==> src/design/rv_pkg.sv <==
package rv_pkg;

    typedef logic [31:0] word_t;
    typedef logic [29:0] pc_t;     // pc bits 31..2
    typedef logic [4:0]  reg_idx_t;
    typedef logic [31:0] imm_t;

    typedef enum logic [2:0] {
        ALU_ADD = 3'b000,
        ALU_SUB = 3'b001,
        ALU_AND = 3'b010,
        ALU_OR  = 3'b011,
        ALU_XOR = 3'b100,
        ALU_SLT = 3'b101,    // funct3[0] picks unsigned
        ALU_SHL = 3'b110,
        ALU_SHR = 3'b111
    } alu_op_e;

    typedef enum logic [1:0] {
        RES_ALU = 2'b00,
        RES_MEM = 2'b01,
        RES_PC4 = 2'b10
    } res_src_e;

    localparam logic [6:0] OP_LOAD   = 7'h03;
    localparam logic [6:0] OP_IMM    = 7'h13;
    localparam logic [6:0] OP_AUIPC  = 7'h17;
    localparam logic [6:0] OP_STORE  = 7'h23;
    localparam logic [6:0] OP_REG    = 7'h33;
    localparam logic [6:0] OP_LUI    = 7'h37;
    localparam logic [6:0] OP_BRANCH = 7'h63;
    localparam logic [6:0] OP_JALR   = 7'h67;
    localparam logic [6:0] OP_JAL    = 7'h6F;

endpackage

==> src/design/rv_lsu.sv <==
`timescale 1ns/1ps

module rv_lsu (
    input  logic          i_clk,
    input  logic          i_arst_n,
    input  logic          i_start,
    input  logic          i_we,
    input  rv_pkg::pc_t   i_addr,
    input  rv_pkg::word_t i_wdata,
    output logic          o_done,
    output rv_pkg::word_t o_rdata,
    output logic          o_bus_req,
    output logic          o_bus_we,
    output rv_pkg::pc_t   o_bus_addr,
    output rv_pkg::word_t o_bus_wdata,
    input  logic          i_bus_ack,
    input  rv_pkg::word_t i_bus_rdata
);
    import rv_pkg::*;

    typedef enum logic [1:0] {IDLE, REQ, WAIT_LOW} state_e;

    state_e state;
    logic   we;
    pc_t    addr;
    word_t  wdata;
    word_t  rdata;

    always_ff @(posedge i_clk or negedge i_arst_n)
    begin
        if (!i_arst_n)
            state <= IDLE;
        else
        begin
            case (state)
                IDLE:     if (i_start) state <= REQ;
                REQ:      if (i_bus_ack) state <= WAIT_LOW;
                WAIT_LOW: if (!i_bus_ack) state <= IDLE;
                default:  state <= IDLE;
            endcase
        end
    end

    always_ff @(posedge i_clk)
    begin
        if ((state == IDLE) && i_start)
        begin
            we    <= i_we;
            addr  <= i_addr;
            wdata <= i_wdata;
        end
        if ((state == REQ) && i_bus_ack)
            rdata <= i_bus_rdata;
    end

    assign o_bus_req   = (state == REQ);
    assign o_bus_we    = we;
    assign o_bus_addr  = addr;
    assign o_bus_wdata = wdata;
    assign o_done      = (state == WAIT_LOW) && !i_bus_ack;    // handshake closed
    assign o_rdata     = rdata;

endmodule

==> config.mk <==
export PLATFORM = sky130hd
export DESIGN_NAME = rv_lsu
export DESIGN_NICKNAME = d
export VERILOG_FILES = /design/src/design/rv_pkg.sv /design/src/design/rv_lsu.sv
export SDC_FILE = /design/constraint.sdc
export NUM_CORES = 1
export LEC_CHECK = 0
export ABC_CLOCK_PERIOD_IN_PS = 6650
export BUFFER_PORTS_ARGS = -buffer_cell sky130_fd_sc_hd__clkbuf_2
export CORE_ASPECT_RATIO = 0.6
export CORE_MARGIN = 2
export CORE_UTILIZATION = 35
export CTS_BUF_LIST = sky130_fd_sc_hd__clkbuf_16
export DETAILED_ROUTE_END_ITERATION = 6
export MAX_ROUTING_LAYER = met4
export PLACE_DENSITY = 0.69
export REMOVE_ABC_BUFFERS = 1
export SYNTH_ARGS = -nofsm -noshare
export SYNTH_HDL_FRONTEND = slang
export SYNTH_SLANG_ARGS = --single-unit
==> constraint.sdc <==
create_clock -name i_clk -period 6.65 [get_ports i_clk]
set_input_delay 1.33 -clock i_clk [delete_from_list [all_inputs] [get_ports i_clk]]
set_output_delay 1.33 -clock i_clk [all_outputs]
set_load 0.02 [all_outputs]
# Word level (Yosys, flattened, before mapping)
# Cells that the tools add are included.
[totals]
latchBits = 0
register_bits = 97
out_inout_bits = 97
inputBits = 99
mem_bits_rw = 0
rom_bits = 0
memories = 0
[classes]
multipliers = 0
mux = 4
shift = 0
n_reduce_logical = 6
bitwise_logic = 0
addsub = 0
div_mod_pow = 0
n_lt_le_gt_ge = 0
n_eq_ne = 5
[ops]
columns = ["cell", "count"]
rows = [
  ["2-bit 2-to-1 mux", 3],
  ["2-bit one-hot mux with 3 select lines", 1],
  ["2-bit != test, second input constant", 2],
  ["1-bit logical AND", 3],
  ["3-bit AND reduction", 1],
  ["2-bit by 1-bit equality test with 1-bit output, second input constant", 1],
  ["2-bit equality test, second input constant", 1],
  ["2-bit zero test", 1],
  ["2-bit by 1-bit != test with 1-bit output, second input constant", 1],
  ["1-bit zero test", 1],
]

# Logic depth before layout (Yosys ltp)
[depth]
ltp_word = 3
depth_mapped = 2
ltp_nobuf = 2

# Worst setup path after synthesis
# Ideal clock, no wire load.
[synth_path]
path_kind = "input port to flip-flop"
start = "in i_start"
end = "reg addr[0] (netlist: o_bus_addr[0]) (enable)"
path_stages = 1
slack_ns = 0.185
setup_time_ns = 0.574
arrival_time_ns = 5.891
cell_sequence = "nor3b_1"
[synth_via]
elab_chain_cells = 1
[synth_lines]
columns = ["element", "line_no", "rtl"]
rows = [
  ["from (decl)", "rv_lsu.sv:6", "input logic i_start,"],
  ["1-bit logical AND", "rv_lsu.sv:46", "if ((state == IDLE) && i_start)"],
  ["to (signal assigned)", "rv_lsu.sv:49", "addr <= i_addr;"],
  ["to (decl)", "rv_lsu.sv:25", "pc_t addr;"],
]
# No other way between the ends.
# A chain may end at the register's enable or synchronous reset.

# Final worst setup path
[layout_path]
start = "in i_bus_ack"
end = "out o_done"
[layout_via]
elab_chain_cells = 2
[layout_lines]
columns = ["element", "line_no", "rtl"]
rows = [
  ["from (decl)", "rv_lsu.sv:16", "input logic i_bus_ack,"],
  ["1-bit zero test", "rv_lsu.sv:60", "assign o_done = (state == WAIT_LOW) && !i_bus_ack;"],
  ["1-bit logical AND", "rv_lsu.sv:60", ""],
  ["to (decl)", "rv_lsu.sv:10", "output logic o_done,"],
]
# No other way between the ends.

==> results.cfg <==
[floorplan]
chipHeight_um = 75.3
io_pins = 196
start_util_pct = 36.9
row_count = 25
die_w_um = 123
coreArea_um2 = 8040
dieArea_um2 = 9250

[clock_tree]
cts_root_buf = clkbuf_16
post_cts_buffers = 0
cts_sinks = 97
cts_tree = built
cts_hold_buffers = 0
clk_pin_slew_ns = 0.06
cts_buffer_depth = 2
clk_latency_ns = 0.33
cts_buffers = 9
cts_resized = 0
h-tree-depth = 3

[worst_setup_path]
path_common_cell = clkbuf_2
crit_fanout = 4
crit_arrival_ns = 1.77
start_kind = input pin
cp-end-kind = output port
critPathMaxStageDelay_ns = 0.19
cp.required_ns = 5.32
crit_chain = clkbuf_2 -> and2b_1 -> clkbuf_2
crit_slowest_cell = and2b_1
crit_type = in -> out

[power]
clkPwrFrac_pct = 28.1
comb_power_share_pct = 20.3
p_sw_share_pct = 29.3
power_density_nw_per_um2 = 377
seq_power_share_pct = 51.6
ir_drop_uv = 237
p_int_uw = 1160
p_leak_uw = 0.00189
power.switching_uw = 482

[sta]
rsz0062_at_grt = false
period_share_pct = 46.7
slew_violations = 0
tightest_slew_ns = 0.776
finalHoldViolations = 0
setup_viol_count_final = 0
min_period_ns = 3.10
setup_tns_ns = 0
clock.fmax_mhz = 322
relSlewSlack_pct = 48.3
worst_clock_skew_ns = 0.00718

[job]
cap_viol_max_count = 0

[route]
firstDrtPassIters = 4
drt_iter0_drc = 125
wl_per_cell_um = 16.3
vias = 1818
routed_wl_um = 6980
via_per_inst = 4.26
ant_nets = 0
drc = 0

[layout]
drive_gt1_share_pct = 66.8
utilization_pct = 54.3
area_growth_pct = 47.4
diodes = 0
final_cells = 427
fin_nets = 413

[grt]
grt_max_degree = 64
antenna_found_initial = 0
grt_pass1_vias = 1720
grt_usage_pct = 14.5
overflow = 0
grt_pass1_wl_um = 9180

[synth]
syn_inst = 106
yosysWarnings = 0
syn_area_um2 = 2960
yosysUniqueCellTypes = 10
ys_seq_area_share_pct = 97.9
avgSynthCellArea_um2 = 28.0
synth-seq-cells = 97

[status]
status = finished, final reports clean

[min_path]
hp-class = reg -> reg

[placement]
hpwl_um = 5540
place_inst = 411
io_buffers = 195
place.gp.congestion = 0.699
[power by group through the flow]
| stage | clock network, uW | logic [uW] | registers, uW |
|---|---|---|---|
| 2_1_floorplan | 0 | 63.2 | 1000 |
| 3_3_place_gp | 0 | 337 | 858 |
| 3_5_place_dp | 0 | 340 | 865 |
| 4_1_cts | 475 | 340 | 852 |
| 5_1_grt | 503 | 356 | 860 |
| 6_report | 462 | 335 | 849 |
[placed cells by master (no fill, tap or decap)]
cell type   count
a21oi_1         1
and2_1          1
and2b_1         1
buf_4           2
clkbuf_16       9
clkbuf_2      195
clkinv_4        1
clkinvlp_4      3
dfrtp_1         2
edfxtp_1       95
inv_1           2
inv_6           1
nand2b_1        2
nor2b_1         1
nor2b_2         1
nor3b_2         1
o21a_1          1
[layer usage]
layer | up-vias | global-route usage (%) | share of wire [%]
li1 | 838 | - | -
met1 | 891 | 17.9 | 40
met2 | 82 | 22.2 | 51
met3 | 7 | 5.68 | 7.4
met4 | 0 | 4.98 | 1.2
met5 | - | - | 0
[path summary, 6_finish.rpt]
path | depth (start not counted) | slack [ns] | to | start
worst max-delay path | 3 | 3.55 | o_done | i_bus_ack
worst min-delay path | 1 | 0.52 | state[0] | state[1]
worst max register to register | 2 | 5.01 | o_bus_addr[27] | state[0]
worst min register to register | 1 | 0.52 | state[0] | state[1]
max in group asynchronous | 1 | 5.77 | state[0] | i_arst_n
min in group asynchronous | 1 | 0.77 | state[1] | i_arst_n
[layout make-up]
type / count / area [um^2]
clock inverters: 7 / 47.5
multi-input cells: 9 / 66.3
well taps: 108 / 135
repair buffers: 197 / 991
flip-flops and latches: 97 / 2900
fillers: 652 / 3670
clock buffers: 9 / 225
[synth_stat cells (all sizes together)]
| library cell | count | share of area (%) |
|---|---|---|
| o21a | 1 | 0.25 |
| nor3b | 1 | 0.25 |
| nor2b | 2 | 0.51 |
| nand2b | 2 | 0.42 |
| dfrtp | 2 | 1.7 |
| edfxtp | 95 | 96 |
| and2 | 1 | 0.21 |
| a21oi | 1 | 0.17 |
| and2b | 1 | 0.25 |
[sequential cells by signal, summed over array words and instances (netlist names)]
| register | cells |
|---|---|
| o_bus_wdata | 32 |
| o_rdata | 32 |
| o_bus_addr | 30 |
| state | 2 |
| o_bus_we | 1 |
[kinds of logic (layout without fill, tap and decap cells)]
logic type	count (synthesis)	in the layout	synth area share (%)
compound gates	2	2	0.422
flops	97	97	97.9
simple gates	7	7	1.65
buf+inv	0	213	0
[worst max-delay path, delay by kind of cell]
family	cells	cell delay (ns)
buffers and inverters	2	0.26
and+or+nand+nor	1	0.19
[stage by stage]
step	total power, uW	setup WS, ns	area [um^2]	hold slack, ns
floorplan	1060	0.185	2960	0.452
global placement	1200	3.55	4100	0.482
detailed placement	1200	3.56	4100	0.506
CTS	1670	3.55	4370	0.530
global route	1720	3.52	4370	0.551
finish	1650	3.55	4370	0.521
(Power assumes the default switching activity.)
