[src/design/rv_pkg.sv]
package rv_pkg;

    typedef logic [31:0] word_t;
    typedef logic [29:0] pc_t;     // pc bits 31..2
    typedef logic [4:0]  reg_idx_t;
    typedef logic [31:0] imm_t;

    typedef enum logic [2:0] {
        ALU_ADD = 3'b000,
        ALU_SUB = 3'b001,
        ALU_AND = 3'b010,
        ALU_OR  = 3'b011,
        ALU_XOR = 3'b100,
        ALU_SLT = 3'b101,    // funct3[0] picks unsigned
        ALU_SHL = 3'b110,
        ALU_SHR = 3'b111
    } alu_op_e;

    typedef enum logic [1:0] {
        RES_ALU = 2'b00,
        RES_MEM = 2'b01,
        RES_PC4 = 2'b10
    } res_src_e;

    localparam logic [6:0] OP_LOAD   = 7'h03;
    localparam logic [6:0] OP_IMM    = 7'h13;
    localparam logic [6:0] OP_AUIPC  = 7'h17;
    localparam logic [6:0] OP_STORE  = 7'h23;
    localparam logic [6:0] OP_REG    = 7'h33;
    localparam logic [6:0] OP_LUI    = 7'h37;
    localparam logic [6:0] OP_BRANCH = 7'h63;
    localparam logic [6:0] OP_JALR   = 7'h67;
    localparam logic [6:0] OP_JAL    = 7'h6F;

endpackage

[src/design/rv_fetch.sv]
`timescale 1ns/1ps

module rv_fetch #(
    parameter rv_pkg::word_t RESET_PC = '0
) (
    input  logic          i_clk,
    input  logic          i_arst_n,
    input  logic          i_run,
    input  logic          i_stall,
    input  logic          i_flush,
    input  rv_pkg::pc_t   i_redirect_pc,
    output logic          o_bus_req,
    input  logic          i_bus_ack,
    output rv_pkg::pc_t   o_bus_addr,
    input  rv_pkg::word_t i_bus_rdata,
    output logic          o_instr_valid,
    output rv_pkg::word_t o_instr,
    output rv_pkg::pc_t   o_pc,
    output rv_pkg::pc_t   o_pc_p4
);
    import rv_pkg::*;

    typedef enum logic [1:0] {IDLE, REQ, WAIT_LOW, HOLD} state_e;

    state_e state;
    pc_t    pc;          // next fetch address
    pc_t    bus_addr;    // address of fetch in flight or held
    word_t  instr;
    logic   drop;        // fetch in flight went stale

    always_ff @(posedge i_clk or negedge i_arst_n)
    begin
        if (!i_arst_n)
        begin
            state <= IDLE;
            pc    <= RESET_PC[31:2];
            drop  <= 1'b0;
        end
        else
        begin
            if (i_flush)
                pc <= i_redirect_pc;
            case (state)
                IDLE:
                begin
                    drop <= 1'b0;
                    if (i_run && !i_flush)
                    begin
                        pc    <= pc + 1'b1;
                        state <= REQ;
                    end
                end
                REQ:
                begin
                    if (i_flush)
                        drop <= 1'b1;
                    if (i_bus_ack)
                        state <= WAIT_LOW;
                end
                WAIT_LOW:
                begin
                    if (i_flush)
                        drop <= 1'b1;
                    if (!i_bus_ack)
                        state <= (drop || i_flush) ? IDLE : HOLD;
                end
                HOLD:
                    if (i_flush || !i_stall)
                        state <= IDLE;    // taken by decode, or dropped
                default:
                    state <= IDLE;
            endcase
        end
    end

    always_ff @(posedge i_clk)
    begin
        if (state == IDLE)
            bus_addr <= pc;
        if ((state == REQ) && i_bus_ack)
            instr <= i_bus_rdata;
    end

    assign o_bus_req     = (state == REQ);
    assign o_bus_addr    = bus_addr;
    assign o_instr_valid = (state == HOLD);
    assign o_instr       = instr;
    assign o_pc          = bus_addr;
    assign o_pc_p4       = bus_addr + 1'b1;

endmodule

[config.mk]
export PLATFORM = sky130hd
export DESIGN_NAME = rv_fetch
export DESIGN_NICKNAME = d
export VERILOG_FILES = /design/src/design/rv_pkg.sv /design/src/design/rv_fetch.sv
export SDC_FILE = /design/constraint.sdc
export NUM_CORES = 1
export LEC_CHECK = 0
export ABC_AREA = 1
export BUFFER_PORTS_ARGS = -buffer_cell sky130_fd_sc_hd__buf_2
export CORE_AREA = 2 2 143 103
export DETAILED_ROUTE_END_ITERATION = 16
export DIE_AREA = 0 0 145 105
export PLACE_DENSITY = 0.66
export SETUP_SLACK_MARGIN = 0.3
export SKIP_LAST_GASP = 1
export SLEW_MARGIN = 20
export SYNTH_ARGS = -nofsm -noshare
export SYNTH_HDL_FRONTEND = slang
export SYNTH_SLANG_ARGS = --single-unit
[constraint.sdc]
create_clock -name i_clk -period 4.05 [get_ports i_clk]
set_clock_uncertainty 0.05 [all_clocks]
set_input_delay 0.2025 -clock i_clk [delete_from_list [all_inputs] [get_ports i_clk]]
set_output_delay 0.2025 -clock i_clk [all_outputs]
set_load 0.05 [all_outputs]
* Yosys cells after proc, flatten, opt, wreduce, memory -nomap -nowiden *
Index checks and enable logic that the tools add are counted.

storage, ports and cells
  output and inout bits = 124
  logic and storage cells = 37
  input port bits = 68
  flip-flop bits (word level) = 95

operators by class
  eq/ne operators = 8
  multiplexer cells = 11
  reduce and logical (&&, ||, !) cells = 11
  add/sub/neg operators = 2

operators with widths
  operator                                                                 count
  30-bit two-way mux                                                       3
  30-bit by 1-bit adder with 30-bit output, second input constant          2
  2-bit two-way mux                                                        5
  2-bit one-hot mux with 4 select lines                                    1
  2-bit by 1-bit inequality test with 1-bit output, second input constant  3
  2-bit equality test, second input constant                               2
  2-bit inequality test, second input constant                             2
  4-bit AND reduction                                                      1
  2-bit by 1-bit equality test with 1-bit output, second input constant    1
  1-bit logical AND                                                        2
  1-bit zero test                                                          2
  2-bit zero test                                                          1
  1-bit logical OR                                                         2
  1-bit one-hot mux with 2 select lines                                    1
  2-bit AND reduction                                                      1
  2-bit nonzero test                                                       1
  2-bit OR reduction                                                       1
  1-bit two-way mux                                                        1

* Logic depth before layout (Yosys ltp) *
  depth after elaboration = 4
  mapped depth = 10
  depth with buffers taken out = 10

* Worst setup path after synthesis *
No wires, ideal clock.

  path type = reg-to-output
  start point = register bus_addr[0], in the netlist o_bus_addr[0]
  end point = output port o_pc_p4[15]
  setup slack = 1.363 ns
  required time = 3.798 ns
  arrival = 2.435 ns
  cell stages (with the launch flop) = 6
  buffers on the path = 0
  path through = edfxtp_1 > inv_1 > nor3_4 > nand2_1 > nor2_1 > xor2_1

on the way
  longest elaborated chain between the ends = 1

RTL lines
  item                                      line            text
  from (decl)                               rv_fetch.sv:27  pc_t bus_addr;
  from (signal assigned)                    rv_fetch.sv:79  bus_addr <= pc;
  30-bit by 1-bit adder with 30-bit output  rv_fetch.sv:89  assign o_pc_p4 = bus_addr + 1'b1;
  to (decl)                                 rv_fetch.sv:19  output rv_pkg::pc_t o_pc_p4

No other way between the ends.

* Final worst setup path *
  start point = register state[1]
  end point = register pc[8]

on the way
  longest elaborated chain between the ends = 2

RTL lines
  item                    line            text
  from (decl)             rv_fetch.sv:25  state_e state;
  from (signal assigned)  rv_fetch.sv:65  state <= (drop || i_flush) ? IDLE : HOLD;
  2-bit zero test         rv_fetch.sv:43  case (state)
  30-bit two-way mux      rv_fetch.sv:43
  to (signal assigned)    rv_fetch.sv:36  pc <= RESET_PC[31:2];
  to (signal assigned)    rv_fetch.sv:42  pc <= i_redirect_pc;
  to (signal assigned)    rv_fetch.sv:49  pc <= pc + 1'b1;
  to (decl)               rv_fetch.sv:26  pc_t pc;

No other way between the ends.
A chain may end at the register's enable or synchronous reset.

==> results_dict.tcl <==
set metrics [dict create \
    power_frac_clock 0.147 \
    syn_area_sq_mm 0.005470 \
    antenna_found_initial 0 \
    leakage_nw 3.214 \
    rsz0062_at_grt "no" \
    path_clk_slew_ns 0.07 \
    die_w_um 145 \
    syn_area_per_cell_sq_um 8.301 \
    path_max_fanout 32 \
    cap_violations 0 \
    synthesis.nets 734 \
    worstPathArrival_ns 2.57 \
    drt-initial-drc-count 375 \
    r2r_start "state[1]" \
    drive_above_1_share 0.2855 \
    drc 0 \
    viasPerCell 4.835 \
    synth_seq_cells 95 \
    clk_latency_ns 0.34 \
    cp.buffers_inverters 3 \
    yosys-top-cells-area "edfxtp_1 34%, nand2_1 15%, dfrtp_1 15%, nor2_1 5.1%, buf_4 4.3%" \
    core_area_sq_mm 0.01374 \
    syn_to_final_growth_pct 28.06 \
    hold_viol 0 \
    finalSetupTns_ns 0 \
    die_area_sq_mm 0.01523 \
    hold_path.class "in2reg" \
    seq_area_frac_synth 0.4913 \
    seqPwrFrac 0.330 \
    wire_per_inst_um 15.18 \
    fillers 1311 \
    whs_ns 0.04301 \
    cts_tree "built" \
    cp_cell_sequence "inv_1 > ha_1 > buf_4 > nand2_1 > inv_1 > o21ai_0 > o22ai_1" \
    rows 36 \
    fin_crit_sh 0.5832 \
    combPwrFrac 0.522 \
    internal_power_mw 2.418 \
    cts_setup_buffers 0 \
    grt_remaining_overflow 0 \
    utilization 0.5099 \
    final_nets 928 \
    numCtsBuffers 9 \
    cts_sinks 95 \
    synth_top_area_share 0.3403 \
    rr_worst_depth 7 \
    startpoint "state[1]" \
    switchingPower_mw 3.018 \
    critPathMostFrequentCell "inv_1" \
    hp-start "i_redirect_pc[12]" \
    first_global_vias 4899 \
    cts.repair.resized 0 \
    ant_nets 0 \
    cp-start-kind "register" \
    rrSetupSlack_ns 1.69 \
    layout_commonest_cell "nand2_1" \
    drv_slew 0 \
    path_class "reg2reg" \
    critPathRequiredTime_ns 4.26 \
    grt_usage 0.2126 \
    endpoint "pc[8]" \
    final_cell_mix "221 x nand2_1, 191 x buf_2, 74 x nor2_1, 62 x edfxtp_1, 56 x inv_1" \
    power_density_mw_per_mm2 775.9 \
    grt_max_degree 41 \
    cts_hold_buf 33 \
    wirelength_um 15910 \
    yosysUniqueCellTypes 34 \
    cts-root-buf "clkbuf_16" \
    post-dp-hpwl_um 12000 \
    yosysWarningCount 0 \
    end_kind "register" \
    ioPinCount 192 \
    die-height_um 105 \
    regToRegEndpoint "pc[8]" \
    start_util 0.3982 \
    first_pass_iters 5 \
    path_delay_family "buffers and inverters" \
    cp.depth 7 \
    crit_path_top_delay_cell "inv_1" \
    num_vias 5067 \
    synth_top_cell_by_area "edfxtp_1" \
    antenna_cells 0 \
    port_buffers 191 \
    status "complete, no violations" \
    worst_pin_slew_ns 0.9346 \
    synthCells 659 \
    slowest_delay_ns 0.70 \
    grt_pass1_wl_um 25560 \
    setup_viol 0 \
    max_slew_margin 0.3763 \
    vdd_ir_drop_max_mv 0.2645 \
    min_period_ns 2.362 \
    multiInputGateArea_sq_mm 0.002276 \
    clk_path_buf_depth 2 \
    place.gp.congestion 0.8549 \
    max_clock_freq_mhz 423.4 \
    seq_area_sq_mm 0.002688 \
    p_sw_frac 0.5552 \
    cts_htree_levels 3 \
]
## stage by stage
stage	power [mW]	instance area (sq um)	std cells	setup WS, ns
global route	5.709	7005	1048	1.462
floorplan	4.055	5470	659	1.363
detailed placement	4.627	6394	999	1.688
global placement	4.609	6394	999	1.765
CTS	5.447	7005	1048	1.664
finish	5.436	7005	1048	1.688
## final cells by class
type,count,area share
sequential,95,0.3836
multi-input combinational,462,0.3249
timing repair buffer,226,0.1857
tap,190,0.03393
clock buffer,9,0.03215
inverter,59,0.03161
clock inverter,7,0.008037
## cell usage after synthesis
cell	instances
xnor2_1	7
a31oi_1	3
or2_2	6
nor3_2	3
dfrtp_1	33
mux2i_1	1
inv_1	57
buf_2	6
nor3_4	1
o22ai_1	2
nand2_4	1
a211oi_1	1
nor2_1	74
nand3_1	28
inv_2	2
o211ai_1	9
o21ai_1	1
buf_1	2
nor3_1	7
clkbuf_1	4
ha_1	7
a21oi_1	2
nand2_1	221
xor2_1	24
buf_4	31
nand3b_1	4
o21ai_0	30
nand2_2	6
nand4_1	6
edfxtp_1	62
o31ai_1	1
nand3_2	1
nor2_2	9
nor2_4	7
## sequential cells by signal, summed over array words and instances, names as in the netlist
| signal | count |
|---|---|
| drop | 1 |
| o_bus_addr | 30 |
| o_instr | 32 |
| pc | 30 |
| state | 2 |
## power by group through the flow
| stage | combinational [mW] | clock [mW] | sequential, mW |
|---|---|---|---|
| floorplan | 1.79 | 0 | 2.27 |
| global placement | 2.81 | 0 | 1.80 |
| detailed placement | 2.82 | 0 | 1.81 |
| CTS | 2.85 | 0.809 | 1.79 |
| global route | 3.01 | 0.853 | 1.84 |
| finish | 2.84 | 0.801 | 1.80 |
## how the worst min path moves through the flow
stage	end	cells after the start	slack [ns]
floorplan	drop	0	-0.14
detailed placement	pc[27]	1	0.29
CTS	pc[12]	3	0.03
global placement	pc[23]	1	0.28
finish	pc[12]	3	0.04
global route	pc[12]	3	0.03
## worst min-delay path, cell delays in order
cell      delay (ns)
buf_2           0.07
o211ai_1        0.07
nand2_1         0.06
## kinds of logic (layout without fill, tap and decap cells)
group,Yosys count,count (layout),synth area share
compound gates,49,49,0.05101
fa+ha+maj,7,7,0.01601
buf+inv,102,301,0.09264
mux,1,1,0.001830
flops,95,95,0.4913
xor+xnor,31,31,0.04963
simple gates,374,374,0.2976
## layer usage
metal,vias to the layer above,GRT usage,part of all wire
li1,2476,-,-
met1,2339,0.2889,0.46
met2,235,0.3442,0.45
met3,17,0.04978,0.075
met4,0,0.05375,0.016
met5,-,0,0
(Power assumes the default switching activity.)
