File: config.mk
export PLATFORM = sky130hd
export DESIGN_NAME = rv_execute
export DESIGN_NICKNAME = d
export VERILOG_FILES = /design/src/design/rv_pkg.sv /design/src/design/rv_execute.sv
export SDC_FILE = /design/constraint.sdc
export NUM_CORES = 2
export LEC_CHECK = 0
export ABC_AREA = 1
export BUFFER_PORTS_ARGS = -buffer_cell sky130_fd_sc_hd__buf_4
export CAP_MARGIN = 40
export CORE_MARGIN = 2
export CORE_UTILIZATION = 29
export DETAILED_ROUTE_END_ITERATION = 7
export REMOVE_ABC_BUFFERS = 1
export SLEW_MARGIN = 20
export SYNTH_ARGS = -nofsm -noshare
export SYNTH_HDL_FRONTEND = slang
export SYNTH_SLANG_ARGS = --single-unit
File: constraint.sdc
create_clock -name i_clk -period 9.9 [get_ports i_clk]
set_input_delay 1.98 -clock i_clk [delete_from_list [all_inputs] [get_ports i_clk]]
set_output_delay 1.98 -clock i_clk [all_outputs]
set_load 0.005 [all_outputs]
File: src/design/rv_pkg.sv
package rv_pkg;

    typedef logic [31:0] word_t;
    typedef logic [29:0] pc_t;     // pc bits 31..2
    typedef logic [4:0]  reg_idx_t;
    typedef logic [31:0] imm_t;

    typedef enum logic [2:0] {
        ALU_ADD = 3'b000,
        ALU_SUB = 3'b001,
        ALU_AND = 3'b010,
        ALU_OR  = 3'b011,
        ALU_XOR = 3'b100,
        ALU_SLT = 3'b101,    // funct3[0] picks unsigned
        ALU_SHL = 3'b110,
        ALU_SHR = 3'b111
    } alu_op_e;

    typedef enum logic [1:0] {
        RES_ALU = 2'b00,
        RES_MEM = 2'b01,
        RES_PC4 = 2'b10
    } res_src_e;

    localparam logic [6:0] OP_LOAD   = 7'h03;
    localparam logic [6:0] OP_IMM    = 7'h13;
    localparam logic [6:0] OP_AUIPC  = 7'h17;
    localparam logic [6:0] OP_STORE  = 7'h23;
    localparam logic [6:0] OP_REG    = 7'h33;
    localparam logic [6:0] OP_LUI    = 7'h37;
    localparam logic [6:0] OP_BRANCH = 7'h63;
    localparam logic [6:0] OP_JALR   = 7'h67;
    localparam logic [6:0] OP_JAL    = 7'h6F;

endpackage

File: src/design/rv_execute.sv
`timescale 1ns/1ps

module rv_execute (
    input  logic             i_clk,
    input  logic             i_arst_n,
    input  rv_pkg::reg_idx_t i_rs1,
    input  rv_pkg::reg_idx_t i_rs2,
    input  rv_pkg::reg_idx_t i_rd,
    input  rv_pkg::pc_t      i_pc,
    input  rv_pkg::pc_t      i_pc_p4,
    input  rv_pkg::imm_t     i_imm,
    input  logic             i_reg_write,
    input  logic             i_mem_read,
    input  logic             i_mem_write,
    input  rv_pkg::res_src_e i_res_src,
    input  logic             i_jump,
    input  logic             i_branch,
    input  logic             i_alu_src,
    input  logic             i_pc_rel,
    input  logic [2:0]       i_funct3,
    input  rv_pkg::alu_op_e  i_alu_ctrl,
    output logic             o_stall,
    output logic             o_flush,
    output rv_pkg::pc_t      o_redirect_pc,
    output logic             o_lsu_start,
    output logic             o_lsu_we,
    output rv_pkg::pc_t      o_lsu_addr,
    output rv_pkg::word_t    o_lsu_wdata,
    input  logic             i_lsu_done,
    input  rv_pkg::word_t    i_lsu_rdata,
    output logic             o_wb_valid,
    output rv_pkg::reg_idx_t o_wb_rd,
    output rv_pkg::word_t    o_wb_data
);
    import rv_pkg::*;

    word_t regs [1:31];
    word_t rs1_val;
    word_t rs2_val;
    word_t op_a;
    word_t op_b;
    word_t alu_res;
    logic  taken;
    logic  mem_op;
    logic  busy;    // lsu transfer outstanding

    assign rs1_val = (i_rs1 == '0) ? '0 : regs[i_rs1];
    assign rs2_val = (i_rs2 == '0) ? '0 : regs[i_rs2];
    assign op_a    = i_pc_rel ? {i_pc, 2'b00} : rs1_val;
    assign op_b    = i_alu_src ? i_imm : rs2_val;

    always_comb
    begin
        case (i_alu_ctrl)
            ALU_ADD: alu_res = op_a + op_b;
            ALU_SUB: alu_res = op_a - op_b;
            ALU_AND: alu_res = op_a & op_b;
            ALU_OR:  alu_res = op_a | op_b;
            ALU_XOR: alu_res = op_a ^ op_b;
            ALU_SLT: alu_res = {31'b0, i_funct3[0] ? (op_a < op_b)
                                                   : ($signed(op_a) < $signed(op_b))};
            ALU_SHL: alu_res = op_a << op_b[4:0];
            default: alu_res = op_a >> op_b[4:0];
        endcase
    end

    always_comb
    begin
        case (i_funct3)
            3'b000:  taken = (rs1_val == rs2_val);
            3'b001:  taken = (rs1_val != rs2_val);
            3'b100:  taken = ($signed(rs1_val) < $signed(rs2_val));
            3'b101:  taken = ($signed(rs1_val) >= $signed(rs2_val));
            3'b110:  taken = (rs1_val < rs2_val);
            3'b111:  taken = (rs1_val >= rs2_val);
            default: taken = 1'b0;
        endcase
    end

    assign o_flush       = i_jump || (i_branch && taken);
    assign o_redirect_pc = i_branch ? (i_pc + i_imm[31:2]) : alu_res[31:2];

    always_ff @(posedge i_clk or negedge i_arst_n)
    begin
        if (!i_arst_n)
            busy <= 1'b0;
        else if (i_lsu_done)
            busy <= 1'b0;
        else if (o_lsu_start)
            busy <= 1'b1;
    end

    assign mem_op      = i_mem_read || i_mem_write;
    assign o_lsu_start = mem_op && !busy;
    assign o_stall     = mem_op && !i_lsu_done;
    assign o_lsu_we    = i_mem_write;
    assign o_lsu_addr  = alu_res[31:2];
    assign o_lsu_wdata = rs2_val;

    always_comb
    begin
        case (i_res_src)
            RES_MEM: o_wb_data = i_lsu_rdata;
            RES_PC4: o_wb_data = {i_pc_p4, 2'b00};
            default: o_wb_data = alu_res;
        endcase
    end

    assign o_wb_valid = i_reg_write && (i_rd != '0) && (!i_mem_read || i_lsu_done);
    assign o_wb_rd    = i_rd;

    always_ff @(posedge i_clk)
    begin
        if (o_wb_valid)
            regs[i_rd] <= o_wb_data;
    end

endmodule

== After elaboration in Yosys (flattened, before gate mapping) ==
Memories as Yosys holds them, arrays and structs flattened.
Cells that the tools add are included.
Widths: inputs -> output; s select.

* RAM bits: 992
* Memories kept: 1
* Register bits after elaboration: 1
* Input port bits: 157
* Output and inout port bits: 134

* Add/sub/neg operators: 3
* Equal/unequal tests: 15
* Reduce and logical (&&, ||, !) cells: 17
* Bitwise operators: 3
* Shift-type cells: 2
* $lt $le $gt $ge: 6
* Muxes and demuxes: 13

{| class="wikitable"
|+ Memory list
! name !! words !! width !! read ports !! clocked after memory_dff !! write ports !! RTL line !! source
|-
| regs || 31 || 32 || 2 || 0 || 1 || rv_execute.sv:37 || <nowiki>word_t regs [1:31];</nowiki>
|}

{| class="wikitable"
|+ Operators with widths
! operator !! number
|-
| $pmux 32 s7 || 1
|-
| $lt 32x32->1 || 4
|-
| $mux 32 || 4
|-
| $ge 32x32->1 || 2
|-
| $pmux 32 s2 || 1
|-
| $add 32x32->32 || 1
|-
| $and 32x32->32 || 1
|-
| $eq 32x32->1 || 1
|-
| $ne 32x32->1 || 1
|-
| $or 32x32->32 || 1
|-
| $shl 32x5->32 || 1
|-
| $shr 32x5->32 || 1
|-
| $sub 32x32->32 || 1
|-
| $xor 32x32->32 || 1
|-
| $add 30x30->30 || 1
|-
| $mux 30 || 1
|-
| $eq 3x3->1 const B || 7
|-
| $logic_not 5->1 || 2
|-
| $eq 3x1->1 const B || 2
|-
| $eq 3x2->1 const B || 2
|-
| $logic_not 3->1 || 2
|-
| $pmux 1 s6 || 1
|-
| $logic_and 1x1->1 || 5
|-
| $mux 1 || 5
|-
| 6 further kinds || 10
|}

== Longest topological paths before layout ==
* Depth after elaboration: 7
* Depth in mapped cells: 36
* Mapped depth without buffers: 33

== Worst setup path after synthesis ==
No wires, ideal clock.

* Path kind: input port to output port
* Start: input port i_rs2[0]
* End: output port o_wb_data[22]
* Slack: 1.480 ns
* Arrival: 6.440 ns
* Buffers on the path: 6
* Stages on the path: 32
* Cells stage by stage: inv_2 > buf_6 > buf_2 > buf_4 > buf_2 > buf_2 > clkbuf_1 > a21oi_1 > o21ai_0 > nand3_1 > nand3_1 > nand4_1 > nand3_1 > nand2_1 > o21ai_0 > inv_1 > ha_1 > inv_1 > nand2_1 > nor3_1 > nand4_1 > o21ai_0 > a21boi_0 > o21ai_0 > nand3_1 > nand2_1 > o21ai_0 > a21oi_1 > nor2_1 > nand3_1 > nand2_1 > nand2_1

* Word-level cells in the longest chain between the ends: 6
* Elaborated cells between the ends (all ways): 13
* Those cells by class: add/sub: 2; shift: 2; mux: 4; bitwise: 3; reduce/logical: 1; memory: 1

{| class="wikitable"
|+ RTL lines
! what !! RTL line !! source
|-
| from (decl) || rv_execute.sv:7 || <nowiki>input rv_pkg::reg_idx_t i_rs2,</nowiki>
|-
| $mem_v2 31x32 / $logic_not 5->1 (equally long branches) || - ||
|-
| $mux 32 (*) || rv_execute.sv:48 || <nowiki>assign rs2_val = (i_rs2 == '0) ? '0 : regs[i_rs2];</nowiki>
|-
| $mux 32 (*) || rv_execute.sv:50 || <nowiki>assign op_b = i_alu_src ? i_imm : rs2_val;</nowiki>
|-
| $sub 32x32->32 (tied with other cells) || rv_execute.sv:56 || <nowiki>ALU_SUB: alu_res = op_a - op_b;</nowiki>
|-
| $pmux 32 s7 (*) || rv_execute.sv:54 || <nowiki>case (i_alu_ctrl)</nowiki>
|-
| named net o_lsu_addr[20] || rv_execute.sv:27 || <nowiki>output rv_pkg::pc_t o_lsu_addr,</nowiki>
|-
| $pmux 32 s2 (*) || rv_execute.sv:102 || <nowiki>case (i_res_src)</nowiki>
|-
| to (decl) || rv_execute.sv:33 || <nowiki>output rv_pkg::word_t o_wb_data</nowiki>
|}

The timed path passes the listed nets; every way through them passes the cells marked *.

== Worst setup path in the final report ==
* Start: input port i_rs2[1]
* End: output port o_wb_data[0]

* Word-level cells in the longest chain between the ends: 7
* Elaborated cells between the ends (all ways): 16
* Those cells by class: add/sub: 2; order compare: 2; shift: 2; mux: 5; bitwise: 3; reduce/logical: 1; memory: 1

{| class="wikitable"
|+ RTL lines
! what !! RTL line !! source
|-
| $mem_v2 31x32 / $logic_not 5->1 (equally long branches) || - ||
|-
| $mux 32 (*) || rv_execute.sv:48 ||
|-
| $mux 32 (*) || rv_execute.sv:50 ||
|-
| $lt 32x32->1, on equally long branches || rv_execute.sv:61, rv_execute.sv:60 ||
|-
| $mux 1 || rv_execute.sv:60 || <nowiki>ALU_SLT: alu_res = {31'b0, i_funct3[0] ? (op_a < op_b)</nowiki>
|-
| $pmux 32 s7 (*) || rv_execute.sv:54 ||
|-
| $pmux 32 s2 (*) || rv_execute.sv:102 ||
|}

Mark *: on every way between the ends. The rest lies on a longest branch, timed or not.

==> flow_summary.ini <==
[routing]
drc = 1
wl_per_cell_um = 26.99
first_iter_violations = 9206
ant_nets = 0
drtPass1Iterations = 8
viasPerCell = 5.620
wirelength_um = 300500
num_vias = 62554

[layout]
syn_to_final_growth_pct = 18.00
final_cells = 11131
fin_nets = 8529
layout-drive-gt1-share_pct = 11.83
final_core_util_pct = 34.42
final_area_mm2 = 0.07386

[place]
dpl.hpwl_um = 200900
numPortBuffers = 290
post-place-ws_ps = -171.8
placed_area_mm2 = 0.07038
gp_congestion = 0.9858
dp.cells = 10932

[timing]
fin_crit_ps = 9764
hold_viol = 0
hold_slack_ps = 557.2
fin_setup_tns_ps = 0
relSlewSlack_pct = 29.14
drv_slew = 0
worst_slew_pin_slew_ps = 1063
clock.fmax_mhz = 102.4
setup_slack_ps = 135.8
finalSetupViolCount = 0
layout_worst_path_cycle_share_pct = 98.63
rsz0062_at_grt = false
skew_ps = 46.57

[die]
die_w_um = 468.6
row_count = 170
start_util_pct = 29.17
core_area_mm2 = 0.2146
io_pins = 291
dieArea_mm2 = 0.2196
die_y_um = 468.6

[synthesis]
synth_mux_area_share_pct = 0
synth-edff-count = 992
synthAdderAreaFrac_pct = 3.294
synth_xor_area_share_pct = 0.4617
synth_ff_type = edfxtp_1
yosysUniqueCellTypes = 57
yosys.area_share.simple_pct = 25.30
synth-compound-area-share_pct = 14.65
syn_inst = 7940
synth_top_family_by_area = simple AND/OR/NAND/NOR gates
syn_area_per_cell_um2 = 7.884
synth_area_mm2 = 0.06260
yosysWarnings = 0
async_flop_share_pct = 0.1007
ys_ff_latch = 993
ys_seq_area_share_pct = 47.63

[cts]
clock_path_buffers = 3
htree_levels = 3
cts_tree = built
cts_buffers = 104
path_clk_slew_ps = 70
insertion_delay_ps = 760
holdBufCountCts = 0
clock_sinks = 993
cts-root-buf = clkbuf_16

[global_routing]
grt_max_degree = 97
use_met3_pct = 4.641
grt_pass1_vias = 57658
grt_util_met1_pct = 32.92
grt_util_met2_pct = 40.21
grt-busiest-layer = met2
grt_antenna_before_repair = 11
grt_overflow = 0
grt_use_total_pct = 26.25
grt_pass1_wl_um = 417700

[critical_path]
cp_slowest_cell = o21ai_0
r2r_slack_ps = 4130
crit_path_max_fanout = 24
critPathMaxStageDelay_ps = 1000
worst_setup_path_end_kind = output pin
worstSetupPathType = input pin to output pin
worstPathArrival_ps = 7780
crit_required_ps = 7920
start_kind = input pin
path_common_cell = buf_4

[status]
status = finished with violations
violations = design-rule violations

[power_and_ir_drop]
finalPower_mw = 11.95
ir_drop_uv = 175.8
p_per_area_mw_per_mm2 = 161.8
leakagePower_nw = 30.69

[worst_hold_path]
hp-class = register to register

[flow_run]
drv_cap = 0
-- report_power, final --
| part | internal [mW] | switching, mW | total (mW) | leakage [nW] |
|---|---|---|---|---|
| Clock | 2.24 | 1.75 | 3.99 | 1.61 |
| Sequential | 4.84 | 0.0154 | 4.85 | 8.26 |
| Combinational | 0.928 | 2.18 | 3.11 | 20.8 |
-- layer usage --
| metal | vias up | part of all wire, % |
|---|---|---|
| met2 | 4321 | 43 |
| met3 | 943 | 11 |
| met1 | 29741 | 37 |
| met5 | - | 0.0043 |
| li1 | 27547 | - |
| met4 | 2 | 8.7 |
-- cells in the final DEF (no fill, tap or decap), types with 37 or more instances in the layout --
master and count:
nor2_1 406, inv_1 768, ha_1 159, nand3_1 980, o22ai_1 58, o21ai_1 46, a21oi_1 538, clkbuf_16 105
buf_4 591, o21ai_0 802, or2_2 68, nand2_1 2135, o211ai_1 88, nand4_1 59, nor2_4 37, edfxtp_1 992
buf_12 58
-- cells in the mapped netlist (11+ instances only) --
master | number | area share [%]
edfxtp_1 | 992 | 48
o211ai_1 | 88 | 1.1
or2_2 | 68 | 0.68
nand2_1 | 2136 | 13
buf_4 | 54 | 0.65
clkbuf_1 | 215 | 1.3
nor2_1 | 439 | 2.6
o21ai_0 | 804 | 6.4
a21oi_1 | 539 | 4.3
ha_1 | 160 | 3.2
o22ai_1 | 58 | 0.58
buf_1 | 62 | 0.37
o21ai_1 | 45 | 0.36
o221ai_1 | 32 | 0.45
a31oi_1 | 17 | 0.17
inv_1 | 774 | 4.6
buf_2 | 193 | 1.5
nor3_1 | 20 | 0.16
o21a_1 | 11 | 0.13
nand3_1 | 982 | 7.9
a22oi_1 | 30 | 0.36
nand4_1 | 59 | 0.59
xor2_1 | 24 | 0.34
-- cell families after synthesis --
family | count (synthesis)
and+or+nand+nor | 3750
DFF | 993
AOI/OAI and AO/OA | 1684
adders and majority gates | 163
xor gates and xnor gates | 33
buffers and inverters | 1317
-- timing repair --
action / CTS / global route
gates resized for setup: 2 / 8
gates cloned: 0 / 1
setup endpoints to repair: 3 / 9
setup buffers: 0 / 0
-- worst paths after layout --
kind,endpoint,cells past startpoint,from
worst max-delay path,o_wb_data[0],25,i_rs2[1]
worst min-delay path,busy$_DFFE_PN0P_,2,busy$_DFFE_PN0P_
worst max register to register,regs[1][17]$_DFFE_PP_,25,regs[28][12]$_DFFE_PP_
worst min register to register,busy$_DFFE_PN0P_,2,busy$_DFFE_PN0P_
max in group asynchronous,busy$_DFFE_PN0P_,1,i_arst_n
min in group asynchronous,busy$_DFFE_PN0P_,1,i_arst_n
-- sequential cells by signal (all words and copies together), names as in the netlist --
register	flops
regs	992
busy	1
-- worst max-delay path, delay by kind of cell --
kind | cells | cell delay, ps
compound gates | 6 | 1760
buf+inv | 8 | 1710
fa+ha+maj | 1 | 350
simple gates | 10 | 1910
-- final cells by class --
type,count,area (um^2)
Multi-Input combinational cell,5630,27660
Timing Repair Buffer,692,6490
Clock buffer,128,2693
Antenna cell,9,22.52
Sequential cell,993,29810
Fill cell,21980,140800
Inverter,788,2987
Tap cell,2838,3551
Clock inverter,53,641.9
(Power assumes the default switching activity.)
