File: src/design/rv_pkg.sv
package rv_pkg;

    typedef logic [31:0] word_t;
    typedef logic [29:0] pc_t;     // pc bits 31..2
    typedef logic [4:0]  reg_idx_t;
    typedef logic [31:0] imm_t;

    typedef enum logic [2:0] {
        ALU_ADD = 3'b000,
        ALU_SUB = 3'b001,
        ALU_AND = 3'b010,
        ALU_OR  = 3'b011,
        ALU_XOR = 3'b100,
        ALU_SLT = 3'b101,    // funct3[0] picks unsigned
        ALU_SHL = 3'b110,
        ALU_SHR = 3'b111
    } alu_op_e;

    typedef enum logic [1:0] {
        RES_ALU = 2'b00,
        RES_MEM = 2'b01,
        RES_PC4 = 2'b10
    } res_src_e;

    localparam logic [6:0] OP_LOAD   = 7'h03;
    localparam logic [6:0] OP_IMM    = 7'h13;
    localparam logic [6:0] OP_AUIPC  = 7'h17;
    localparam logic [6:0] OP_STORE  = 7'h23;
    localparam logic [6:0] OP_REG    = 7'h33;
    localparam logic [6:0] OP_LUI    = 7'h37;
    localparam logic [6:0] OP_BRANCH = 7'h63;
    localparam logic [6:0] OP_JALR   = 7'h67;
    localparam logic [6:0] OP_JAL    = 7'h6F;

endpackage

File: src/design/rv_bus_arbiter.sv
`timescale 1ns/1ps

module rv_bus_arbiter (
    input  logic          i_clk,
    input  logic          i_arst_n,
    input  logic          i_f_req,
    input  logic          i_f_we,
    input  rv_pkg::pc_t   i_f_addr,
    input  rv_pkg::word_t i_f_wdata,
    output logic          o_f_ack,
    output rv_pkg::word_t o_f_rdata,
    input  logic          i_d_req,
    input  logic          i_d_we,
    input  rv_pkg::pc_t   i_d_addr,
    input  rv_pkg::word_t i_d_wdata,
    output logic          o_d_ack,
    output rv_pkg::word_t o_d_rdata,
    output logic          o_m_req,
    output logic          o_m_we,
    output rv_pkg::pc_t   o_m_addr,
    output rv_pkg::word_t o_m_wdata,
    input  logic          i_m_ack,
    input  rv_pkg::word_t i_m_rdata
);
    typedef enum logic [1:0] {IDLE, GRANT_F, GRANT_D} state_e;

    state_e state;
    logic   gnt_f;
    logic   gnt_d;

    always_ff @(posedge i_clk or negedge i_arst_n)
    begin
        if (!i_arst_n)
            state <= IDLE;
        else
        begin
            case (state)
                IDLE:
                    if (i_d_req)
                        state <= GRANT_D;    // lsu first
                    else if (i_f_req)
                        state <= GRANT_F;
                GRANT_F:
                    if (!i_f_req && !i_m_ack)
                        state <= IDLE;
                GRANT_D:
                    if (!i_d_req && !i_m_ack)
                        state <= IDLE;
                default:
                    state <= IDLE;
            endcase
        end
    end

    assign gnt_f = (state == GRANT_F);
    assign gnt_d = (state == GRANT_D);

    assign o_m_req   = (gnt_f && i_f_req) || (gnt_d && i_d_req);
    assign o_m_we    = gnt_d ? i_d_we : i_f_we;
    assign o_m_addr  = gnt_d ? i_d_addr : i_f_addr;
    assign o_m_wdata = gnt_d ? i_d_wdata : i_f_wdata;

    assign o_f_ack   = gnt_f && i_m_ack;
    assign o_d_ack   = gnt_d && i_m_ack;
    assign o_f_rdata = i_m_rdata;
    assign o_d_rdata = i_m_rdata;

endmodule

File: config.mk
export PLATFORM = sky130hd
export DESIGN_NAME = rv_bus_arbiter
export DESIGN_NICKNAME = d
export VERILOG_FILES = /design/src/design/rv_pkg.sv /design/src/design/rv_bus_arbiter.sv
export SDC_FILE = /design/constraint.sdc
export NUM_CORES = 1
export LEC_CHECK = 0
export ABC_AREA = 1
export BUFFER_PORTS_ARGS = -buffer_cell sky130_fd_sc_hd__buf_2
export CORE_AREA = 4 4 112 114
export CTS_CLUSTER_SIZE = 30
export DETAILED_ROUTE_END_ITERATION = 6
export DIE_AREA = 0 0 116 118
export GPL_TIMING_DRIVEN = 0
export MAX_ROUTING_LAYER = met4
export PLACE_DENSITY = 0.46
export SLEW_MARGIN = 20
export SYNTH_ARGS = -nofsm -noshare
export SYNTH_HDL_FRONTEND = slang
export SYNTH_SLANG_ARGS = --single-unit
File: constraint.sdc
create_clock -name i_clk -period 3.1 [get_ports i_clk]
set_input_delay 0.31 -clock i_clk [delete_from_list [all_inputs] [get_ports i_clk]]
set_output_delay 0.31 -clock i_clk [all_outputs]
set_load 0.05 [all_outputs]
### Word-level counts from Yosys, hierarchy flattened

Index checks and enable logic that the tools add are counted.

| word-level totals | value |
|---|---|
| register bits | 2 |
| latch bits | 0 |
| memory bits (writable) | 0 |
| bits in read-only memories | 0 |
| bits of input ports | 163 |
| output and inout port bits | 130 |
| logic and storage cells | 26 |
| memories kept | 0 |

| operators by class | value |
|---|---|
| add/sub/neg operators | 0 |
| $mul | 0 |
| divide/modulo/power cells | 0 |
| $lt $le $gt $ge | 0 |
| equality and inequality tests | 5 |
| shift-type cells | 0 |
| muxes and demuxes | 8 |
| bitwise gates (word level) | 0 |
| reductions and logical operators | 12 |

Operators by type and width:

| cell | count |
|---|---|
| $mux W32 | 1 |
| $mux W30 | 1 |
| $mux W2 | 4 |
| $logic_and A1 B1 Y1 | 6 |
| $pmux W2 S3 | 1 |
| $ne A2 B1 Y1 const B | 2 |
| $logic_not A1 Y1 | 3 |
| $ne A3 B3 Y1 const B | 1 |
| $reduce_and A3 Y1 | 1 |
| $eq A2 B1 Y1 const B | 1 |
| $eq A2 B2 Y1 const B | 1 |
| $logic_not A2 Y1 | 1 |
| $logic_or A1 B1 Y1 | 1 |
| $mux W1 | 1 |

### Logic depth before layout (Yosys ltp)

Gate-level depths: netlist of the first run.

| depth | value |
|---|---|
| depth after elaboration | 4 |
| mapped depth | 6 |
| mapped depth without buffers | 5 |

### Worst setup path after synthesis of the first run

OpenSTA, ideal clock, no wires.

| timing path | value |
|---|---|
| path kind | reg-to-output |
| start point | register state[0] |
| end point | output o_m_req |
| arrival time | 1.767 ns |
| required time | 2.790 ns |
| slack | 1.023 ns |
| cell stages (with the launch flop) | 5 |
| buffers on the path | 1 |
| path through | dfrtp_1 -> inv_2 -> nand2_2 -> buf_4 -> o21ai_0 |

| on the way | value |
|---|---|
| cells in the longest elaborated chain, start to end | 3 |

Ends and longest elaborated chain:

| element | RTL line | RTL |
|---|---|---|
| from (decl) | rv_bus_arbiter.sv:27 | `state_e state;` |
| from (signal assigned) | rv_bus_arbiter.sv:34 | `state <= IDLE;` |
| from (signal assigned) | rv_bus_arbiter.sv:40 | `state <= GRANT_D;` |
| from (signal assigned) | rv_bus_arbiter.sv:42 | `state <= GRANT_F;` |
| $eq A2 B1 Y1 / $eq A2 B2 Y1 (equally long branches) | rv_bus_arbiter.sv:55, rv_bus_arbiter.sv:56 |  |
| $logic_and A1 B1 Y1 | rv_bus_arbiter.sv:58 | `assign o_m_req = (gnt_f && i_f_req) \|\| (gnt_d && i_d_req);` |
| $logic_or A1 B1 Y1 (*) | rv_bus_arbiter.sv:58 |  |
| to (decl) | rv_bus_arbiter.sv:18 | `output logic o_m_req,` |

Mark *: on every way between the ends. The rest lies on a longest branch, timed or not.

### Worst setup path after layout of the first run

| timing path | value |
|---|---|
| start point | register state[1] |
| end point | output o_m_addr[5] |

| on the way | value |
|---|---|
| cells in the longest elaborated chain, start to end | 2 |

Ends and longest elaborated chain:

| element | RTL line | RTL |
|---|---|---|
| $eq A2 B2 Y1 | rv_bus_arbiter.sv:56 | `assign gnt_d = (state == GRANT_D);` |
| $mux W30 | rv_bus_arbiter.sv:60 | `assign o_m_addr = gnt_d ? i_d_addr : i_f_addr;` |
| to (decl) | rv_bus_arbiter.sv:20 | `output rv_pkg::pc_t o_m_addr,` |

No other way between the ends.

==> results.py, run 1 <==
metrics = {
    "die": {
        "die_x_um": 116,
        "num_rows": 39,
        "coreArea_sq_um": 11400,
        "die_y_um": 118,
        "io_pins": 293,
        "dieArea_sq_um": 13700,
        "initial_utilization_pct": 12.4,
    },
    "timing": {
        "rsz0062_at_grt": "no",
        "fin_skew_ps": 1.29,
        "drv_slew": 0,
        "fin_tns_setup_ps": 0,
        "slew_headroom_pct": 69.5,
        "setup_violations": 0,
        "hold_violations": 0,
        "fmax_mhz": 530,
        "finalWorstSetupSlack_ps": 1210,
        "fin_crit_sh_pct": 60.8,
        "fin_crit_ps": 1890,
        "worst_slew_pin_slew_ps": 458,
    },
    "final_layout": {
        "antenna_cells": 0,
        "drive_above_1_share_pct": 62.1,
        "fin_util_pct": 26.1,
        "top_regs": "state (2)",
        "stdcell_area_sq_um": 2990,
        "area_delta_synth_final_pct": 110,
        "top_register": "state",
        "fin_nets": 714,
        "largest_reg_flops": 2,
    },
    "clocking": {
        "clk_latency_ps": 220,
        "clk_pin_slew_worst_paths_ps": 30,
        "cts_tree": "yes",
        "htree_levels": 1,
        "cts_root_buf": "clkbuf_16",
        "cts.path.max_buffers": 2,
        "clock-sinks": 2,
        "cts_setup_buffers": 0,
        "cts_buffers": 3,
    },
    "critical_path": {
        "critPathCaptureType": "primary output",
        "critPathLaunchType": "register",
        "r2r_slack_ps": 2140,
        "path_cells": "nand2_2, clkbuf_1, nand2_1, nand2_1, buf_2",
        "worstPathRequired_ps": 2790,
        "crit_fanout": 10,
        "crit_top_cell": "nand2_1",
        "crit_path_top_delay_cell": "dfrtp_1",
        "worst-setup-path-type": "register to primary output",
        "critical_path.max_stage_delay_ps": 410,
        "worstPathArrival_ps": 1580,
    },
    "drt": {
        "ant_nets": 0,
        "routedWlPerCell_um": 10.8,
        "finalWirelength_mm": 7.48,
        "wl_met3_um": 860,
        "wl_met1_mm": 2.60,
        "top_layer": "met4",
        "dr.pass1.iters": 4,
        "drc_errors": 0,
        "dr_wl_met2_mm": 3.98,
        "first_iter_violations": 57,
        "viasPerCell": 3.60,
        "via_count": 2489,
    },
    "placement": {
        "routabilityCongestion": 0.724,
        "post-place-ws_ps": 1380,
        "port-buffer-count": 260,
        "place_area_sq_um": 2900,
        "dp_hpwl_mm": 6.72,
    },
    "grt": {
        "grt_overflow": 0,
        "grt_usage_pct": 9.55,
        "grt_first_pass_wirelength_mm": 10.6,
        "grt_max_degree": 11,
        "antenna_found_initial": 0,
        "grt_pass1_vias": 2325,
    },
    "synth": {
        "synth-compound-area-share_pct": 1.06,
        "synthCells": 285,
        "synth-xor-area-share_pct": 0,
        "syn-num-nets": 448,
        "synth_fa_ha_area_share_pct": 0,
        "muxShareOfSynthArea_pct": 0,
        "ys_ff_latch": 2,
        "seq_area_frac_synth_pct": 3.52,
        "ys_types": 13,
        "synth_top_family_by_area": "simple AND/OR/NAND/NOR gates",
        "synthesis.area_sq_um": 1420,
        "synth_simple_gate_area_share_pct": 52.9,
        "ys_warn_count": 0,
        "avgSynthCellArea_sq_um": 4.98,
    },
    "flow_run": {
        "cap_viol_max_count": 0,
    },
    "power": {
        "power.leakage_nw": 2.07,
        "ir_drop_uv": 460,
        "power.density_nw_per_um2": 1090,
    },
    "min_path": {
        "hold_class": "primary input to register",
    },
    "run_status": {
        "status": "finished clean",
    },
}
-- cell usage after synthesis, drive strengths merged --
cell type / instances / area, sq um
dfrtp: 2 / 50.1
buf: 75 / 578
nor2: 3 / 11.3
nand2: 192 / 723
nand4: 1 / 6.26
nand3: 1 / 5.00
nor3: 1 / 5.00
o21ai: 3 / 15.0
clkbuf: 2 / 7.51
inv: 5 / 18.8
-- where the power goes --
| part | internal [mW] | total [mW] | switching (mW) |
|---|---|---|---|
| logic | 0.703 | 3.03 | 2.32 |
| registers | 0.0377 | 0.0480 | 0.0103 |
| clock network | 0.164 | 0.193 | 0.0292 |
-- worst max-delay path: cells and delay by family, from the launching register on --
kind | cells | cell delay, ps
buffers and inverters | 2 | 640
DFF | 1 | 410
and+or+nand+nor | 3 | 310
-- area by class of cell --
type | instances | area (sq um)
Buffer | 77 | 586
Inverter | 5 | 18.8
Sequential cell | 2 | 50.0
Multi-Input combinational cell | 201 | 766
Tap cell | 143 | 179
Clock buffer | 3 | 75.1
Timing Repair Buffer | 261 | 1310
Fill cell | 1318 | 8430
-- through the flow --
step                total power, mW  std cells  hold slack (ps)
floorplan                      2.41        285             14.4
CTS                            3.32        692              355
detailed placement             3.11        688             99.8
global route                   3.48        692              399
global placement               3.11        688             95.4
finish                         3.27        692              363
-- layout by cell type, fill, tap and decap left out, drive strengths merged --
master | Yosys | final
clkbuf | 2 | 5
inv | 5 | 5
o21ai | 3 | 3
dlygate4sd3 | 0 | 1
nand3 | 1 | 1
buf | 75 | 335
nor2 | 3 | 3
nand2 | 192 | 192
dfrtp | 2 | 2
nor3 | 1 | 1
nand4 | 1 | 1
-- kinds of logic after synthesis --
kind of cell | after synthesis
and+or+nand+nor | 198
AOI/OAI and AO/OA | 3
buffers and inverters | 82
DFF | 2
-- metal layers --
layer / up-vias / GRT usage (%)
li1: 1308 / -
met1: 1024 / 10.5
met2: 151 / 18.3
met3: 6 / 1.29
met4: 0 / 1.45
met5: - / -
-- worst paths after layout --
kind                               start  cells past startpoint     endpoint
worst min register to register  state[0]                      3     state[0]
worst min-delay path             i_m_ack                      3     state[0]
min in group asynchronous       i_arst_n                      2     state[1]
max in group asynchronous       i_arst_n                      2     state[0]
worst max-delay path            state[1]                      5  o_m_addr[5]
worst max register to register  state[1]                      3     state[1]
-- timing repair --
item	CTS	global route
endpoints found under the setup margin	0	0
resized for setup	0	0
endpoints found under the hold margin	2	0
hold buffers	1	0
Note: power is estimated with default switching activity, not from simulation.
==> run 2, diff against run 1 <==
Settings changed: CORE_AREA 4 4 112 114 to 4 4 113 115, DIE_AREA 0 0 116 118 to 0 0 117 119.
Clock period 3.1 ns to 2 ns, I/O delays scaled along.
==> results.py, run 2 (synthesis gave the netlist of run 1 again) <==
metrics = {
    "run_status": {
        "status": "finished clean",
    },
    "critical_path": {
        "crit_path_top_delay_cell": "dfrtp_1",
        "worst-setup-path-type": "register to primary output",
        "critPathCaptureType": "primary output",
        "crit_top_cell": "nand2_1",
        "critPathLaunchType": "register",
        "worstPathRequired_ps": 1800,
        "path_cells": "nand2_2, clkbuf_1, nand2_1, nand2_1, buf_2",
        "critical_path.max_stage_delay_ps": 410,
        "worstPathArrival_ps": 1590,
        "crit_fanout": 10,
    },
    "die": {
        "die_x_um": 117,
        "dieArea_sq_um": 13900,
        "num_rows": 40,
        "coreArea_sq_um": 11800,
        "initial_utilization_pct": 12.0,
        "die_y_um": 119,
        "io_pins": 293,
    },
    "timing": {
        "worst_slew_pin_slew_ps": 458,
        "fin_tns_setup_ps": 0,
        "fin_crit_sh_pct": 89.7,
        "hold_violations": 0,
        "fmax_mhz": 558,
        "fin_crit_ps": 1790,
        "fin_skew_ps": 0.868,
        "finalWorstSetupSlack_ps": 206,
        "rsz0062_at_grt": "no",
        "slew_headroom_pct": 69.5,
        "setup_violations": 0,
        "drv_slew": 0,
    },
    "drt": {
        "drc_errors": 0,
        "ant_nets": 0,
        "via_count": 2512,
        "routedWlPerCell_um": 10.4,
        "dr.pass1.iters": 4,
        "viasPerCell": 3.61,
        "finalWirelength_mm": 7.25,
        "first_iter_violations": 17,
    },
    "clocking": {
        "cts_tree": "yes",
        "cts.path.max_buffers": 2,
        "clock-sinks": 2,
        "clk_pin_slew_worst_paths_ps": 30,
        "htree_levels": 1,
        "cts_buffers": 3,
        "cts_root_buf": "clkbuf_16",
        "clk_latency_ps": 220,
    },
    "placement": {
        "port-buffer-count": 260,
        "place_area_sq_um": 2910,
        "post-place-ws_ps": 390,
        "dp_hpwl_mm": 6.53,
        "routabilityCongestion": 0.790,
    },
    "grt": {
        "grt_first_pass_wirelength_mm": 10.2,
        "antenna_found_initial": 0,
        "grt_max_degree": 11,
        "grt_overflow": 0,
        "grt_pass1_vias": 2390,
        "grt_usage_pct": 9.04,
    },
    "final_layout": {
        "final_common_cell": "buf_2",
        "top_register": "state",
        "largest_reg_flops": 2,
        "drive_above_1_share_pct": 62.1,
        "fin_nets": 714,
        "area_delta_synth_final_pct": 111,
        "antenna_cells": 0,
        "final_cell_mix": "buf_2 (260), nand2_1 (191), buf_4 (71)",
        "stdcell_area_sq_um": 2990,
        "top_regs": "state (2)",
    },
    "power": {
        "ir_drop_uv": 828,
        "power.density_nw_per_um2": 1690,
        "power.leakage_nw": 2.07,
    },
    "flow_run": {
        "cap_viol_max_count": 0,
    },
    "min_path": {
        "hold_class": "primary input to register",
    },
}
[run 2: final timing paths]
kind,slack [ps],depth (start not counted),endpoint,startpoint
worst max-delay path,210,5,o_m_we,state[1]
worst min-delay path,250,3,state[0],i_m_ack
worst max register to register,1020,4,state[1],state[0]
worst min register to register,550,3,state[0],state[0]
max in group asynchronous,1610,2,state[0],i_arst_n
min in group asynchronous,300,2,state[1],i_arst_n
[run 2: timing repair]
| action | in CTS | in global routing |
|---|---|---|
| hold endpoints to repair | 2 | 0 |
| buffers inserted | 0 | 0 |
| resized for setup | 0 | 0 |
| hold buffers | 1 | 0 |
[run 2: layout make-up]
| class | count | area, sq um |
|---|---|---|
| clock buffer | 3 | 75.1 |
| fill | 1357 | 8820 |
| sequential | 2 | 50.0 |
| buffer | 77 | 586 |
| inverter | 5 | 18.8 |
| timing repair buffer | 261 | 1310 |
| tap | 147 | 184 |
| multi-input combinational | 201 | 766 |
[run 2: worst max-delay path, delay by kind of cell (launching register included)]
family | cells | cell delay, ps
buffers and inverters | 2 | 630
DFF | 1 | 410
and+or+nand+nor | 3 | 330
[run 2: through the flow]
stage	util [%]	total power, mW	std cells	hold slack (ps)
5_1_grt	25.3	5.40	696	297
2_1_floorplan	-	3.73	285	-95.6
3_3_place_gp	24.6	4.83	692	-13.5
4_1_cts	25.3	5.16	696	246
3_5_place_dp	24.6	4.83	692	-12.6
6_report	25.3	5.06	696	248
[run 2: power breakdown]
part,switching (mW),total [mW],internal [mW]
registers,0.0158,0.0743,0.0585
clock network,0.0495,0.304,0.255
logic,3.60,4.69,1.09
total,3.66,5.06,1.40
[run 2: per-layer routing]
metal	global-route usage, %	routed length (um)
met1	9.00	2590
met2	18.6	3910
met3	0.864	689
met4	1.36	52
met5	-	0
